### src/hw/rvConfigPkg.sv
// Machine width and extension enables that decide which execute stage hardware is built
package rvConfigPkg;

  ////////////////////
  // Machine width
  ////////////////////
  localparam int Xlen    = 32;  // RV32 only, no W-suffix ops
  localparam int LogXlen = 5;   // Shift amount and bit index width

  ////////////////////
  // Bit-manipulation extensions
  ////////////////////
  // Clearing an enable removes that unit and turns its encodings illegal
  localparam bit ZbaEn = 1'b1;  // sh1add, sh2add, sh3add
  localparam bit ZbbEn = 1'b1;  // Basic bit manipulation
  localparam bit ZbcEn = 1'b1;  // Carry-less multiply
  localparam bit ZbsEn = 1'b1;  // Single-bit set, clear, invert, extract

endpackage

### src/hw/aluOpsPkg.sv
// Request, control and response types and ALU select codes shared by the execute stage
package aluOpsPkg;
  import rvConfigPkg::*;

  ////////////////////
  // Port payloads
  ////////////////////
  typedef struct packed {
    logic            valid;     // Instruction present this cycle
    logic            isImm;     // OP-IMM when set, OP otherwise
    logic [2:0]      funct3;
    logic [6:0]      funct7;    // imm[11:5] for OP-IMM
    logic [4:0]      rs2Field;  // imm[4:0] for OP-IMM
    logic [Xlen-1:0] a;         // rs1 value
    logic [Xlen-1:0] b;         // rs2 value or sign-extended immediate, so b[4:0] tracks rs2Field
  } execReq_t;

  typedef struct packed {
    logic            valid;
    logic            illegal;   // Encoding not supported
    logic [Xlen-1:0] result;    // Zero when illegal
  } execResp_t;

  // Decoded controls handed from decoder to ALU
  typedef struct packed {
    logic       subArith;   // Invert B, add one, sign-fill right shifts
    logic       aluOp;      // Low forces plain add
    logic [2:0] aluSelect;  // Base result select
    logic [3:0] bSelect;    // One-hot ZBA_ZBB_ZBC_ZBS, zero for base
    logic [2:0] zbbSelect;  // Zbb result select
    logic [2:0] funct3;     // Raw funct3 for the sub-units
  } aluCtrl_t;

  ////////////////////
  // Select codes
  ////////////////////
  localparam logic [2:0] SelAdd   = 3'b000;  // add, sub, shNadd
  localparam logic [2:0] SelShift = 3'b001;  // Shifts and rotates
  localparam logic [2:0] SelSlt   = 3'b010;
  localparam logic [2:0] SelSltu  = 3'b011;
  localparam logic [2:0] SelXor   = 3'b100;  // xor, xnor, binv
  localparam logic [2:0] SelBext  = 3'b101;
  localparam logic [2:0] SelOr    = 3'b110;  // or, orn, bset
  localparam logic [2:0] SelAnd   = 3'b111;  // and, andn, bclr

  localparam logic [2:0] ZbbAndn   = 3'd0;   // Pass base result for andn/orn/xnor and rotates
  localparam logic [2:0] ZbbCount  = 3'd1;   // clz, ctz, cpop
  localparam logic [2:0] ZbbMinMax = 3'd2;
  localparam logic [2:0] ZbbExt    = 3'd3;   // sext.b, sext.h, zext.h
  localparam logic [2:0] ZbbRev8   = 3'd4;
  localparam logic [2:0] ZbbOrcb   = 3'd5;

  localparam logic [3:0] BSelZbs = 4'b0001;
  localparam logic [3:0] BSelZbc = 4'b0010;
  localparam logic [3:0] BSelZbb = 4'b0100;
  localparam logic [3:0] BSelZba = 4'b1000;

  // Bit order reversal, used by the shifter and the zero counters
  function automatic logic [Xlen-1:0] bitRev(input logic [Xlen-1:0] x);
    logic [Xlen-1:0] r;
    for (int i = 0; i < Xlen; i++) begin
      r[i] = x[Xlen-1-i];
    end
    return r;
  endfunction

endpackage

### src/hw/shifter.sv
// Barrel shifter for sll/srl/sra and the Zbb rotates, built around a single right shift
`timescale 1ns/1ns

module shifter
  import rvConfigPkg::*, aluOpsPkg::*;
(
  input  logic [Xlen:0]      shA,     // Operand with sign or zero fill bit on top
  input  logic [Xlen-1:0]    rotA,    // Rotate source
  input  logic [LogXlen-1:0] amt,
  input  logic               right,
  input  logic               rotate,
  output logic [Xlen-1:0]    y
);

  logic [Xlen-1:0]   srcSel;   // Shift or rotate operand
  logic [Xlen-1:0]   src;      // Bit reversed for left moves
  logic              fill;     // Sign fill for sra
  logic [2*Xlen-1:0] wide;     // Fill or doubled operand above source
  logic [2*Xlen-1:0] wideSh;
  logic [Xlen-1:0]   shOut;

  assign srcSel = rotate ? rotA : shA[Xlen-1:0];

  // Left shift becomes right shift of the reversed word
  assign src = right ? srcSel : bitRev(srcSel);

  // Only arithmetic right shifts pull in the sign
  assign fill = right & shA[Xlen] & ~rotate;

  // Doubling makes bits shifted out reappear on top
  assign wide = rotate ? {src, src} : {{Xlen{fill}}, src};

  assign wideSh = wide >> amt;         // The one and only shift
  assign shOut  = wideSh[Xlen-1:0];

  // Undo the reversal for left moves
  assign y = right ? shOut : bitRev(shOut);

endmodule

### src/hw/zbbUnit.sv
// Zbb result generation for counts, min/max, extensions, rev8, orc.b and inverted logic ops
`timescale 1ns/1ns

module zbbUnit
  import rvConfigPkg::*, aluOpsPkg::*;
(
  input  logic [Xlen-1:0] a,
  input  logic [Xlen-1:0] b,
  input  logic [Xlen-1:0] baseResult,  // andn/orn/xnor and rotates come from the base path
  input  logic            lt,          // Signed or unsigned a < b, picked by the ALU
  input  logic [2:0]      zbbSelect,
  input  logic [2:0]      funct3,
  input  logic [4:0]      rs2Field,
  output logic [Xlen-1:0] y
);

  logic [Xlen-1:0] cntSrc;    // Reversed for clz
  logic [Xlen-1:0] cntMask;   // Ones to be counted
  logic [LogXlen:0] popCnt;   // Up to Xlen
  logic [Xlen-1:0] cntOut;
  logic [Xlen-1:0] minMax;
  logic [Xlen-1:0] extOut;
  logic [Xlen-1:0] byteRev;
  logic [Xlen-1:0] orComb;

  ////////////////////
  // Counts share one popcount
  ////////////////////
  assign cntSrc = rs2Field[0] ? a : bitRev(a);  // ctz on a, clz on reversed a

  // Trailing zeros turn into a run of ones, cpop keeps a as is
  assign cntMask = rs2Field[1] ? a : (~cntSrc & (cntSrc - Xlen'(1)));

  always_comb begin
    popCnt = '0;
    for (int i = 0; i < Xlen; i++) begin
      popCnt = popCnt + {{LogXlen{1'b0}}, cntMask[i]};
    end
  end

  assign cntOut = {{(Xlen-LogXlen-1){1'b0}}, popCnt};

  // min/minu keep a when lower, max/maxu keep b
  assign minMax = (lt ^ funct3[1]) ? a : b;

  always_comb begin
    if (funct3[2]) begin
      extOut = {{(Xlen-16){1'b0}}, a[15:0]};      // zext.h
    end else if (rs2Field[0]) begin
      extOut = {{(Xlen-16){a[15]}}, a[15:0]};     // sext.h
    end else begin
      extOut = {{(Xlen-8){a[7]}}, a[7:0]};        // sext.b
    end
  end

  // Per byte work for rev8 and orc.b
  always_comb begin
    for (int k = 0; k < Xlen/8; k++) begin
      byteRev[8*k +: 8] = a[Xlen-8-8*k +: 8];
      orComb[8*k +: 8]  = {8{|a[8*k +: 8]}};
    end
  end

  always_comb begin
    case (zbbSelect)
      ZbbAndn:   y = baseResult;
      ZbbCount:  y = cntOut;
      ZbbMinMax: y = minMax;
      ZbbExt:    y = extOut;
      ZbbRev8:   y = byteRev;
      ZbbOrcb:   y = orComb;
      default:   y = '0;
    endcase
  end

endmodule

### src/hw/zbcUnit.sv
// Carry-less multiply for clmul, clmulh and clmulr from one full-width product
`timescale 1ns/1ns

module zbcUnit
  import rvConfigPkg::*;
(
  input  logic [Xlen-1:0] a,
  input  logic [Xlen-1:0] b,
  input  logic [2:0]      funct3,
  output logic [Xlen-1:0] y
);

  logic [2*Xlen-1:0] prod;  // Full carry-less product

  // XOR together a shifted copy of a for every set bit of b
  always_comb begin
    prod = '0;
    for (int i = 0; i < Xlen; i++) begin
      if (b[i]) begin
        prod = prod ^ ({{Xlen{1'b0}}, a} << i);
      end
    end
  end

  // funct3 low bits pick the product window
  always_comb begin
    case (funct3[1:0])
      2'b01:   y = prod[Xlen-1:0];          // clmul
      2'b11:   y = prod[2*Xlen-1:Xlen];     // clmulh
      2'b10:   y = prod[2*Xlen-2:Xlen-1];   // clmulr
      default: y = '0;
    endcase
  end

endmodule

### src/hw/aluDecoder.sv
// Combinational decode of OP/OP-IMM funct fields into ALU controls with an illegal flag
`timescale 1ns/1ns

module aluDecoder
  import rvConfigPkg::*, aluOpsPkg::*;
(
  input  logic       isImm,
  input  logic [2:0] funct3,
  input  logic [6:0] funct7,
  input  logic [4:0] rs2Field,
  output aluCtrl_t   ctrl,
  output logic       illegal
);

  logic legal;   // Encoding matched a table row
  logic extOff;  // Matched row belongs to a disabled extension

  // One table row worth of controls
  function automatic aluCtrl_t mk(input logic [2:0] sel, input logic sub,
                                  input logic [3:0] bs, input logic [2:0] zs);
    aluCtrl_t c;
    c = '{subArith: sub, aluOp: 1'b1, aluSelect: sel, bSelect: bs,
          zbbSelect: zs, funct3: 3'b000};
    return c;
  endfunction

  always_comb begin
    legal = 1'b1;
    ctrl  = mk(SelAdd, 1'b0, 4'b0000, ZbbAndn);
    casez ({isImm, funct7, funct3})
      ////////////////////
      // OP-IMM, funct7 is immediate except for shifts
      ////////////////////
      11'b1_???????_000: ctrl = mk(SelAdd, 1'b0, 4'b0000, ZbbAndn);   // addi
      11'b1_???????_010: ctrl = mk(SelSlt, 1'b1, 4'b0000, ZbbAndn);   // slti
      11'b1_???????_011: ctrl = mk(SelSltu, 1'b1, 4'b0000, ZbbAndn);  // sltiu
      11'b1_???????_100: ctrl = mk(SelXor, 1'b0, 4'b0000, ZbbAndn);
      11'b1_???????_110: ctrl = mk(SelOr, 1'b0, 4'b0000, ZbbAndn);
      11'b1_???????_111: ctrl = mk(SelAnd, 1'b0, 4'b0000, ZbbAndn);
      11'b1_0000000_001: ctrl = mk(SelShift, 1'b0, 4'b0000, ZbbAndn); // slli
      11'b1_0000000_101: ctrl = mk(SelShift, 1'b0, 4'b0000, ZbbAndn); // srli
      11'b1_0100000_101: ctrl = mk(SelShift, 1'b1, 4'b0000, ZbbAndn); // srai
      11'b1_0010100_001: ctrl = mk(SelOr, 1'b0, BSelZbs, ZbbAndn);    // bseti
      11'b1_0100100_001: ctrl = mk(SelAnd, 1'b1, BSelZbs, ZbbAndn);   // bclri
      11'b1_0110100_001: ctrl = mk(SelXor, 1'b0, BSelZbs, ZbbAndn);   // binvi
      11'b1_0100100_101: ctrl = mk(SelBext, 1'b0, BSelZbs, ZbbAndn);  // bexti
      11'b1_0110000_101: ctrl = mk(SelShift, 1'b0, BSelZbb, ZbbAndn); // rori
      11'b1_0110000_001: begin  // Unary Zbb picked by rs2 field
        ctrl  = mk(SelAdd, 1'b0, BSelZbb, rs2Field[2] ? ZbbExt : ZbbCount);
        legal = rs2Field inside {5'd0, 5'd1, 5'd2, 5'd4, 5'd5};
      end
      11'b1_0010100_101: begin
        ctrl  = mk(SelAdd, 1'b0, BSelZbb, ZbbOrcb);
        legal = (rs2Field == 5'b00111);  // orc.b
      end
      11'b1_0110100_101: begin
        ctrl  = mk(SelAdd, 1'b0, BSelZbb, ZbbRev8);
        legal = (rs2Field == 5'b11000);  // rev8, RV32 form
      end
      ////////////////////
      // OP
      ////////////////////
      11'b0_0000000_000: ctrl = mk(SelAdd, 1'b0, 4'b0000, ZbbAndn);
      11'b0_0000000_001: ctrl = mk(SelShift, 1'b0, 4'b0000, ZbbAndn); // sll
      11'b0_0000000_010: ctrl = mk(SelSlt, 1'b1, 4'b0000, ZbbAndn);
      11'b0_0000000_011: ctrl = mk(SelSltu, 1'b1, 4'b0000, ZbbAndn);
      11'b0_0000000_100: ctrl = mk(SelXor, 1'b0, 4'b0000, ZbbAndn);
      11'b0_0000000_101: ctrl = mk(SelShift, 1'b0, 4'b0000, ZbbAndn); // srl
      11'b0_0000000_110: ctrl = mk(SelOr, 1'b0, 4'b0000, ZbbAndn);
      11'b0_0000000_111: ctrl = mk(SelAnd, 1'b0, 4'b0000, ZbbAndn);
      11'b0_0100000_000: ctrl = mk(SelAdd, 1'b1, 4'b0000, ZbbAndn);   // sub
      11'b0_0100000_101: ctrl = mk(SelShift, 1'b1, 4'b0000, ZbbAndn); // sra
      11'b0_0100000_100: ctrl = mk(SelXor, 1'b1, BSelZbb, ZbbAndn);   // xnor
      11'b0_0100000_110: ctrl = mk(SelOr, 1'b1, BSelZbb, ZbbAndn);    // orn
      11'b0_0100000_111: ctrl = mk(SelAnd, 1'b1, BSelZbb, ZbbAndn);   // andn
      11'b0_0110000_?01: ctrl = mk(SelShift, 1'b0, BSelZbb, ZbbAndn); // rol, ror
      11'b0_0000101_1??: ctrl = mk(SelAdd, 1'b1, BSelZbb, ZbbMinMax); // Compare via sub
      11'b0_0000101_001,
      11'b0_0000101_010,
      11'b0_0000101_011: ctrl = mk(SelAdd, 1'b0, BSelZbc, ZbbAndn);   // clmul family
      11'b0_0010000_010,
      11'b0_0010000_100,
      11'b0_0010000_110: ctrl = mk(SelAdd, 1'b0, BSelZba, ZbbAndn);   // shNadd
      11'b0_0010100_001: ctrl = mk(SelOr, 1'b0, BSelZbs, ZbbAndn);    // bset
      11'b0_0100100_001: ctrl = mk(SelAnd, 1'b1, BSelZbs, ZbbAndn);   // bclr
      11'b0_0110100_001: ctrl = mk(SelXor, 1'b0, BSelZbs, ZbbAndn);   // binv
      11'b0_0100100_101: ctrl = mk(SelBext, 1'b0, BSelZbs, ZbbAndn);  // bext
      11'b0_0000100_100: begin
        ctrl  = mk(SelAdd, 1'b0, BSelZbb, ZbbExt);
        legal = (rs2Field == 5'b00000);  // zext.h
      end
      default: legal = 1'b0;  // M extension and unknown rows land here
    endcase
    extOff       = |(ctrl.bSelect & ~{ZbaEn, ZbbEn, ZbcEn, ZbsEn});
    illegal      = ~legal | extOff;
    ctrl.funct3  = funct3;
    ctrl.aluOp   = ~illegal;
  end

  // Legal OP rows outside the base funct7 values belong to an extension unit
  always_comb begin
    if (!isImm && !illegal && !(funct7 inside {7'h00, 7'h20})) begin
      assert (ctrl.bSelect != 4'b0000)
        else $error("aluDecoder OP funct7 %h left on the base path", funct7);
    end
  end

endmodule

### src/hw/alu.sv
// Integer ALU with adder, compares, logic, single-bit ops, Zba pre-shift and extension units
`timescale 1ns/1ns

module alu
  import rvConfigPkg::*, aluOpsPkg::*;
(
  input  logic [Xlen-1:0] a,
  input  logic [Xlen-1:0] b,
  input  aluCtrl_t        ctrl,
  output logic [Xlen-1:0] result
);

  logic [Xlen-1:0] maskB;       // One-hot from b[4:0]
  logic [Xlen-1:0] condMaskB;   // Mask for Zbs, b otherwise
  logic [Xlen-1:0] condInvB;
  logic [Xlen-1:0] condShiftA;  // a after Zba pre-shift
  logic [Xlen-1:0] sum;
  logic [Xlen-1:0] shiftOut;
  logic [Xlen-1:0] fullResult;  // Base result before the extension mux
  logic [Xlen-1:0] zbbResult;
  logic [Xlen-1:0] zbcResult;
  logic [Xlen:0]   shA;         // Sign or zero fill for right shifts
  logic [Xlen-1:0] rotA;
  logic            carry, neg, lt, ltu;
  logic            rotate;

  ////////////////////
  // Operand prep
  ////////////////////
  assign maskB     = Xlen'(1) << b[LogXlen-1:0];
  assign condMaskB = (ZbsEn && ctrl.bSelect[0]) ? maskB : b;
  assign condInvB  = ctrl.subArith ? ~condMaskB : condMaskB;
  assign shA       = ctrl.subArith ? {a[Xlen-1], a} : {1'b0, a};
  assign rotA      = a;  // RV32 rotates the full word

  // sh1add/sh2add/sh3add scale a by funct3[2:1]
  always_comb begin
    case (ctrl.funct3[2:1] & {2{ZbaEn && ctrl.bSelect[3]}})
      2'b01:   condShiftA = {a[Xlen-2:0], 1'b0};
      2'b10:   condShiftA = {a[Xlen-3:0], 2'b00};
      2'b11:   condShiftA = {a[Xlen-4:0], 3'b000};
      default: condShiftA = a;
    endcase
  end

  assign {carry, sum} = {1'b0, condShiftA} + {1'b0, condInvB} + (Xlen+1)'(ctrl.subArith);

  // Flags from a - b
  assign neg = sum[Xlen-1];
  assign lt  = a[Xlen-1] & ~b[Xlen-1] | a[Xlen-1] & neg | ~b[Xlen-1] & neg;
  assign ltu = ~carry;  // No carry out means a borrow

  assign rotate = ZbbEn && ctrl.bSelect[2] && (ctrl.aluSelect == SelShift);

  shifter shifter_i (
    .shA(shA), .rotA(rotA), .amt(b[LogXlen-1:0]),
    .right(ctrl.funct3[2]), .rotate(rotate), .y(shiftOut)
  );

  always_comb begin
    if (!ctrl.aluOp) begin
      fullResult = sum;  // Illegal decode falls back to add
    end else begin
      case (ctrl.aluSelect)
        SelAdd:   fullResult = sum;
        SelShift: fullResult = shiftOut;
        SelSlt:   fullResult = {{(Xlen-1){1'b0}}, lt};
        SelSltu:  fullResult = {{(Xlen-1){1'b0}}, ltu};
        SelXor:   fullResult = a ^ condInvB;   // xor, xnor, binv
        SelBext:  fullResult = {{(Xlen-1){1'b0}}, |(a & condMaskB)};
        SelOr:    fullResult = a | condInvB;   // or, orn, bset
        default:  fullResult = a & condInvB;   // and, andn, bclr
      endcase
    end
  end

  ////////////////////
  // Extension units
  ////////////////////
  if (ZbbEn) begin : gZbb
    zbbUnit zbbUnit_i (
      .a(a), .b(b), .baseResult(fullResult), .lt(ctrl.funct3[0] ? ltu : lt),
      .zbbSelect(ctrl.zbbSelect), .funct3(ctrl.funct3), .rs2Field(b[4:0]), .y(zbbResult)
    );
  end else begin : gNoZbb
    assign zbbResult = '0;
  end

  if (ZbcEn) begin : gZbc
    zbcUnit zbcUnit_i (.a(a), .b(b), .funct3(ctrl.funct3), .y(zbcResult));
  end else begin : gNoZbc
    assign zbcResult = '0;
  end

  // Final pick on the one-hot extension select
  always_comb begin
    case (ctrl.bSelect)
      BSelZbs: result = fullResult;
      BSelZbc: result = zbcResult;
      BSelZbb: result = zbbResult;
      BSelZba: result = fullResult;  // Sum of pre-shifted a
      default: result = fullResult;
    endcase
  end

endmodule

### src/hw/executeStage.sv
// Execute stage top joining decoder and ALU behind one response register, one cycle latency
`timescale 1ns/1ns

module executeStage
  import rvConfigPkg::*, aluOpsPkg::*;
(
  input  logic      clk,
  input  logic      arstN,
  input  execReq_t  req,
  output execResp_t resp
);

  aluCtrl_t        ctrl;
  logic            illegal;
  logic [Xlen-1:0] aluResult;
  logic            validQ;
  logic            illegalQ;
  logic [Xlen-1:0] resultQ;

  aluDecoder aluDecoder_i (
    .isImm(req.isImm), .funct3(req.funct3), .funct7(req.funct7),
    .rs2Field(req.rs2Field), .ctrl(ctrl), .illegal(illegal)
  );

  alu alu_i (.a(req.a), .b(req.b), .ctrl(ctrl), .result(aluResult));

  ////////////////////
  // Response register
  ////////////////////
  always_ff @(posedge clk or negedge arstN) begin
    if (!arstN) begin
      validQ <= 1'b0;
    end else begin
      validQ <= req.valid;  // Strobe follows the request by one cycle
    end
  end

  // Payload only moves with a valid request
  always_ff @(posedge clk) begin
    if (req.valid) begin
      illegalQ <= illegal;
      resultQ  <= illegal ? '0 : aluResult;  // Illegal ops report zero
    end
  end

  assign resp = '{valid: validQ, illegal: illegalQ, result: resultQ};

  // No response may leak out of the reset period
  property pIdleAfterReset;
    @(posedge clk) $rose(arstN) |-> !resp.valid;
  endproperty
  aIdleAfterReset: assert property (pIdleAfterReset)
    else $error("resp.valid high in the first cycle after reset");

endmodule

### config.mk
export PLATFORM = sky130hd
export DESIGN_NAME = executeStage
export DESIGN_NICKNAME = d
export VERILOG_FILES = /design/src/hw/rvConfigPkg.sv /design/src/hw/aluOpsPkg.sv /design/src/hw/shifter.sv /design/src/hw/zbbUnit.sv /design/src/hw/zbcUnit.sv /design/src/hw/aluDecoder.sv /design/src/hw/alu.sv /design/src/hw/executeStage.sv
export SDC_FILE = /design/constraint.sdc
export NUM_CORES = 2
export LEC_CHECK = 0
export BUFFER_PORTS_ARGS = -buffer_cell sky130_fd_sc_hd__buf_2
export CAP_MARGIN = 20
export CORE_AREA = 2 2 218 305
export CTS_BUF_LIST = sky130_fd_sc_hd__clkbuf_16
export DETAILED_ROUTE_END_ITERATION = 8
export DIE_AREA = 0 0 220 307
export GPL_TIMING_DRIVEN = 1
export SLEW_MARGIN = 20
export SYNTH_ARGS = -nofsm -noshare
export SYNTH_HDL_FRONTEND = slang
export SYNTH_SLANG_ARGS = --single-unit
### constraint.sdc
create_clock -name clk -period 0.8 [get_ports clk]
set_input_delay 0.08 -clock clk [delete_from_list [all_inputs] [get_ports clk]]
set_output_delay 0.08 -clock clk [all_outputs]
set_load 0.05 [all_outputs]
; ---- Yosys cells after proc, flatten, opt, wreduce, memory -nomap -nowiden
; Cells that the tools add are included.
[word_totals]
wordCells = 236
input_bits = 83
reg_bits = 34
[classes]
bitwise_logic = 51
n_eq_ne = 67
add_sub_neg = 34
muxes = 53
reduce_logical = 26
shift = 2
[op_table]
columns = operator, count
row1 = $mux 64, 32
row2 = $mux 32, 11
row3 = $pmux 15 s23, 1
row4 = $pmux 32 s7, 1
row5 = $pmux 32 s3, 2
row6 = $pmux 32 s6, 1
row7 = $add 6x1->6, 26
row8 = $eq 11x11->1 const B, 11
row9 = $and 32x32->32, 3
row10 = $eq 11x9->1 const B, 8
row11 = $not 32->32, 2
row12 = $pmux 32 s2, 1
row13 = $shr 64x5->32, 1
row14 = $xor 64x33->64, 1
row15 = $xor 64x34->64, 1
row16 = $xor 64x35->64, 1
row17 = $xor 64x36->64, 1
row18 = $xor 64x37->64, 1
row19 = $xor 64x38->64, 1
row20 = $xor 64x39->64, 1
row21 = $xor 64x40->64, 1
row22 = $xor 64x41->64, 1
row23 = $xor 64x42->64, 1
row24 = $xor 64x43->64, 1
row25 = other kinds (70), 122

; ---- Logic depth before layout (Yosys ltp)
[depth]
depth_word = 65
mapped_depth = 31
mapped_depth_nobuf = 28

; ---- By module
; A second synthesis with hierarchy kept.
[unflattened]
cells_unflattened = 4631
hier_area_um2 = 31893.1
[by_module_without_submodules]
columns = mod, area_per_inst_um2, instances, seq_area_each_um2, cells_per_inst
row1 = zbcUnit, 13817.0, 1, 0.0, 2270
row2 = alu, 6770.2, 1, 0.0, 1058
row3 = shifter, 6414.9, 1, 0.0, 737
row4 = zbbUnit, 2959.1, 1, 0.0, 392
row5 = executeStage, 1253.7, 1, 1016.0, 71
row6 = aluDecoder, 678.2, 1, 0.0, 103

; ---- Worst setup path before layout
; Ideal clock, no wire load.
[synth_timing]
path_kind = input-to-reg
startpoint = input req[0] (netlist name)
endpoint = register resultQ[4] (data pin)
path_slack_ps = -7258
path_stages = 30
t_required_ps = 530
n_path_buf = 2
setup_time_ps = 270
arrival_time_ps = 7788
cell_sequence = buf_2 > buf_4 > nor3b_1 > o221ai_1 > nor3b_1 > nand2_1 > nor4_1 > nor2b_1 > nand2_1 > nor3b_1 > o21ai_0 > o21a_1 > fa_1 > inv_1 > fa_1 > fa_1 > inv_1 > fa_1 > fa_1 > inv_1 > fa_1 > ha_1 > fa_1 > a21o_1 > a21oi_1 > xnor2_1 > a221o_1 > a221o_1 > o21ai_0 > a21oi_1
[synth_between]
elab_chain_cells = 65
word_cells_on_any_way = 122
[synth_rtl]
columns = item, line_no
row1 = start: declaration, executeStage.sv:9  ; input execReq_t req,
row2 = branches (longest 64 deep; another with $sub 32x1->32), -
row3 = $pmux 32 s2 (*), alu.sv:97  ; case (ctrl.bSelect)
row4 = end signal: assignment, executeStage.sv:42  ; resultQ <= illegal ? '0 : aluResult;
row5 = end: declaration, executeStage.sv:18  ; logic [Xlen-1:0] resultQ;
; Every way passes the cells marked *.
; A chain may end at the register's enable or synchronous reset.

; ---- Worst setup path after layout
; Same ends and word-level chain as after synthesis.

==> impl.org <==
** Placed design
- HPWL reported at the end of detailed placement :: 134000 µm
- During placement, the flow inserted port buffers numbering 116.
- At the end of routability-driven placement, the weighted congestion stood at 1.12.
- Including well taps, the total number of placed cells is 5990.
- Setup WS pre-CTS :: -6.31 ns

** STA
- The number of endpoints with negative hold slack in the final report came to 0.
- For the final routed database, the setup TNS stands at -158.74 ns.
- Unrepaired setup endpoints after global routing :: true
- The final critical path takes up 831% of the cycle.
- Static timing analysis puts the maximum clock frequency at 150 MHz.
- At the pin with the least slew margin, the transition time is 0.981 ns.
- Final-report setup violation count :: 67
- The count of pins over their slew limit was 0.
- In this run the tightest slew margin relative to its limit is 34.4%.
- Counting I/O delays and the setup requirement, the final critical path takes 6.65 ns.
- Final critical-path setup slack :: -5.85 ns

** Detailed routing
- The detail route stage leaves a number of antenna-violating nets equal to 0.
- The routed layout has 39300 vias.
- For this run, design rule violations remaining after detail routing come to 0.
- Number of vias per cell after detailed routing :: 6.45
- The detailed router finished its first iteration with 5752 violations.
- The first detailed-routing pass took 7 iterations.
- Aggregate routed wire length :: 191000 µm
- Wire length per cell after detailed routing :: 31.3 µm

** Floorplan
- Core Area :: 65000 µm²
- Die span in x :: 220 µm
- The die covers 67500 µm².
- Pin placement for this block handled 117 I/O pins.
- The floorplan step set the die height to 307 µm.
- The initial utilization of the core area, before any placement, comes to 44.5%.
- The initialized floorplan defines 111 standard-cell rows.

** Pwr
- Internal power :: 0.0251 W
- Combinational power share :: 92.0%
- Dividing total power by cell area gives a power density of 1390 nW/µm².
- Of the total power, registers draw 4.4%.
- Summed over all nets, the switching power comes to 0.0295 W.
- IR analysis of the VDD net gives a maximum drop of 1150 µV.
- Net switching fraction of the power :: 54.0%
- Leakage component of the power :: 16.5 nW
- The clock network is responsible for 3.7% of the overall power.

** Status
- Violations in the final reports :: setup timing
- The run finished, with violations left.

** Worst setup path
- The slowest stage of the critical path belongs to the cell sky130_fd_sc_hd__fa_2.
- Data arrival, critical path :: 6.71 ns
- CP Buf/Inv Count :: 5
- Startpoint class of the critical path :: input pin
- For the worst setup path, the data required time is 0.86 ns.
- Critical path capture point type :: flop
- Critical path peak fanout :: 7
- By startpoint and endpoint, the worst setup path is classified as in -> reg.
- Most frequent CP cell :: sky130_fd_sc_hd__fa_1
- Peak per-stage delay on the critical path :: 0.53 ns
- Cell family contributing the most delay on the critical path :: adder cells

** CTS
- The tree is rooted in a sky130_fd_sc_hd__clkbuf_16.
- H-Tree Level Count :: 2
- Number of clock buffers inserted by TritonCTS :: 5
- Clock transition time at the flip-flop clock pins of the worst setup and hold paths :: 0.07 ns
- Buffer depth of the longest clock path :: 2
- For this design, the sink count on the clock tree is 34.
- Clock tree from TritonCTS :: yes

** Finish
- Proportion of layout cells with a drive suffix above 1 :: 28.0%
- Synth-to-layout area growth :: 36.1%
- Measured on the finished design, the core utilization comes to 60.6%.
- The sequential cells in the finished layout cover a total of 1020 µm².
- Number of standard cells in the layout, taps in and fillers out :: 6098
- Count of fill cells added during filler insertion :: 6329
- After the last flow step, the layout net total stands at 5452.
- Area of the multi-input gates :: 27300 µm²

** Logic synthesis
- Number of nets in the synthesized netlist :: 4748
- Primary FF master, synth :: sky130_fd_sc_hd__edfxtp_1
- Post-synthesis cell type count :: 96
- Number of instances in the synthesized netlist :: 4538
- Sequential element share of the synthesized area :: 3.51%
- After synthesis the netlist holds a flip-flop and latch count of 34.
- Number of flops mapped to enable cells by yosys :: 33
- The synthesized netlist occupies a cell area of 28900 µm².
- Counting flops with an async set or reset pin after synthesis yields a share of 2.94%.
- Dividing the synthesized area by the synthesized cell count gives 6.37 µm².
- The Yosys step of the flow raised 0 warnings.

** Global routing
- The via count of the first global-routing pass was 36700.
- Total Routing Usage GR :: 55.1%
- The initial antenna violation count was 16.
- Maximum number of pins on one net before global-route repair :: 64
- After global routing the overflow that remains totals 0.
- The first global-routing pass estimated 267000 µm of wire.

** Flow run
- # Max-Cap Violations :: 0

** Worst hold path
- The min-delay analysis places its worst path in the category in -> async.
layer usage:
layer / track usage [%] / wire, µm / up-vias
met5: 0 / 102 / -
met4: 51.6 / 23900 / 16
met3: 19.0 / 26100 / 1173
met2: 81.2 / 78000 / 3244
met1: 61.6 / 62500 / 18300
li1: - / - / 16600
cell type report:
cell class / count / share of cell area [%]
antenna: 8 / 0.0509
clock buffer: 5 / 0.318
clock inverter: 3 / 0.0318
inverter: 109 / 1.05
multi-input combinational: 3934 / 69.4
sequential: 34 / 2.58
tap: 847 / 2.69
timing repair buffer: 1158 / 23.9
power by group through the flow:
stage	sequential [W]	clock [W]	combinational, W
after floorplan	0.00293	0	0.0251
after global placement	0.00236	0	0.0446
after detailed placement	0.00236	0	0.0447
after CTS	0.00237	0.00198	0.0471
after global routing	0.00239	0.00205	0.0519
final	0.00240	0.00199	0.0502
state kept, by name, indices dropped and copies added (netlist names):
register,cells
validQ,1
resultQ,32
illegalQ,1
cell usage in the layout, fill, tap and decap left out, drive strengths merged, types with 21 or more instances in the layout:
master  netlist  routed
a211oi       66      66
a21oi       255     255
a221oi       22      22
a31oi        36      36
a32oi        26      26
buf         142    1153
edfxtp       33      33
fa           25      25
ha          102     102
inv         107     107
mux2         23      23
mux2i        58      58
mux4         42      42
nand2      1251    1251
nand2b       37      37
nand3        52      52
nand4        21      21
nor2        229     229
nor3         73      73
o211ai       43      43
o21ai       183     183
o22ai        33      33
xnor2       805     805
xor2        222     222
cells in the mapped netlist, drive strengths merged (13+ instances only):
cell	count	area share, %
a31oi	36	0.78
xnor2	805	24
buf	142	2.0
nand2b	37	0.80
a32oi	26	0.79
ha	102	4.4
or3	16	0.35
a221oi	22	0.67
fa	25	1.7
a21o	20	0.52
edfxtp	33	3.4
o311ai	13	0.39
nor4	15	0.32
mux2i	58	2.0
nand4	21	0.45
nand3	52	0.90
nor2	229	3.1
o221ai	19	0.58
mux2	23	0.91
and2	18	0.39
a21oi	255	4.4
clkbuf	319	4.1
o211ai	43	1.1
or2	14	0.30
o21ai	183	3.2
o31ai	14	0.36
xor2	222	6.7
o22ai	33	0.71
inv	107	1.4
nor3	73	1.3
a211oi	66	1.7
mux4	42	3.3
nand2	1251	16
logic make-up (layout without fill, tap and decap cells):
family	count (synthesis)	in the layout	share of synthesized area [%]
buf+inv	570	1275	7.56
other cells	0	8	0
fa+ha+maj	127	127	6.14
mux	123	123	6.19
simple gates	1782	1782	25.6
flops	34	34	3.51
compound gates	875	875	19.9
xor+xnor	1027	1027	31.1
worst paths after layout:
path	startpoint	endpoint	slack [ns]	cells after the start
setup / recovery	req[0]	resultQ[4]	-5.85	30
hold / removal	arstN	validQ	0.08	2
max in group asynchronous	arstN	validQ	0.64	2
min in group clk	req[80]	resultQ[19]	0.09	1
through the flow:
| step | total power, W | hold slack (ns) | cell area, µm² |
|---|---|---|---|
| after floorplan | 0.0280 | -0.216 | 29400 |
| after global placement | 0.0469 | -0.145 | 36500 |
| after detailed placement | 0.0471 | -0.141 | 36500 |
| after CTS | 0.0514 | 0.0799 | 38800 |
| after global routing | 0.0563 | 0.0869 | 39300 |
| final | 0.0546 | 0.0767 | 39400 |
what timing repair did:
action	CTS	global route
cloned	3	0
resized for setup	314	88
buffers inserted	81	28
hold buffers	2	0
endpoints found under the setup margin	67	67
pin swaps	112	98
hold endpoints to repair	2	0
No activity file was read; power rests on OpenSTA's default activity.
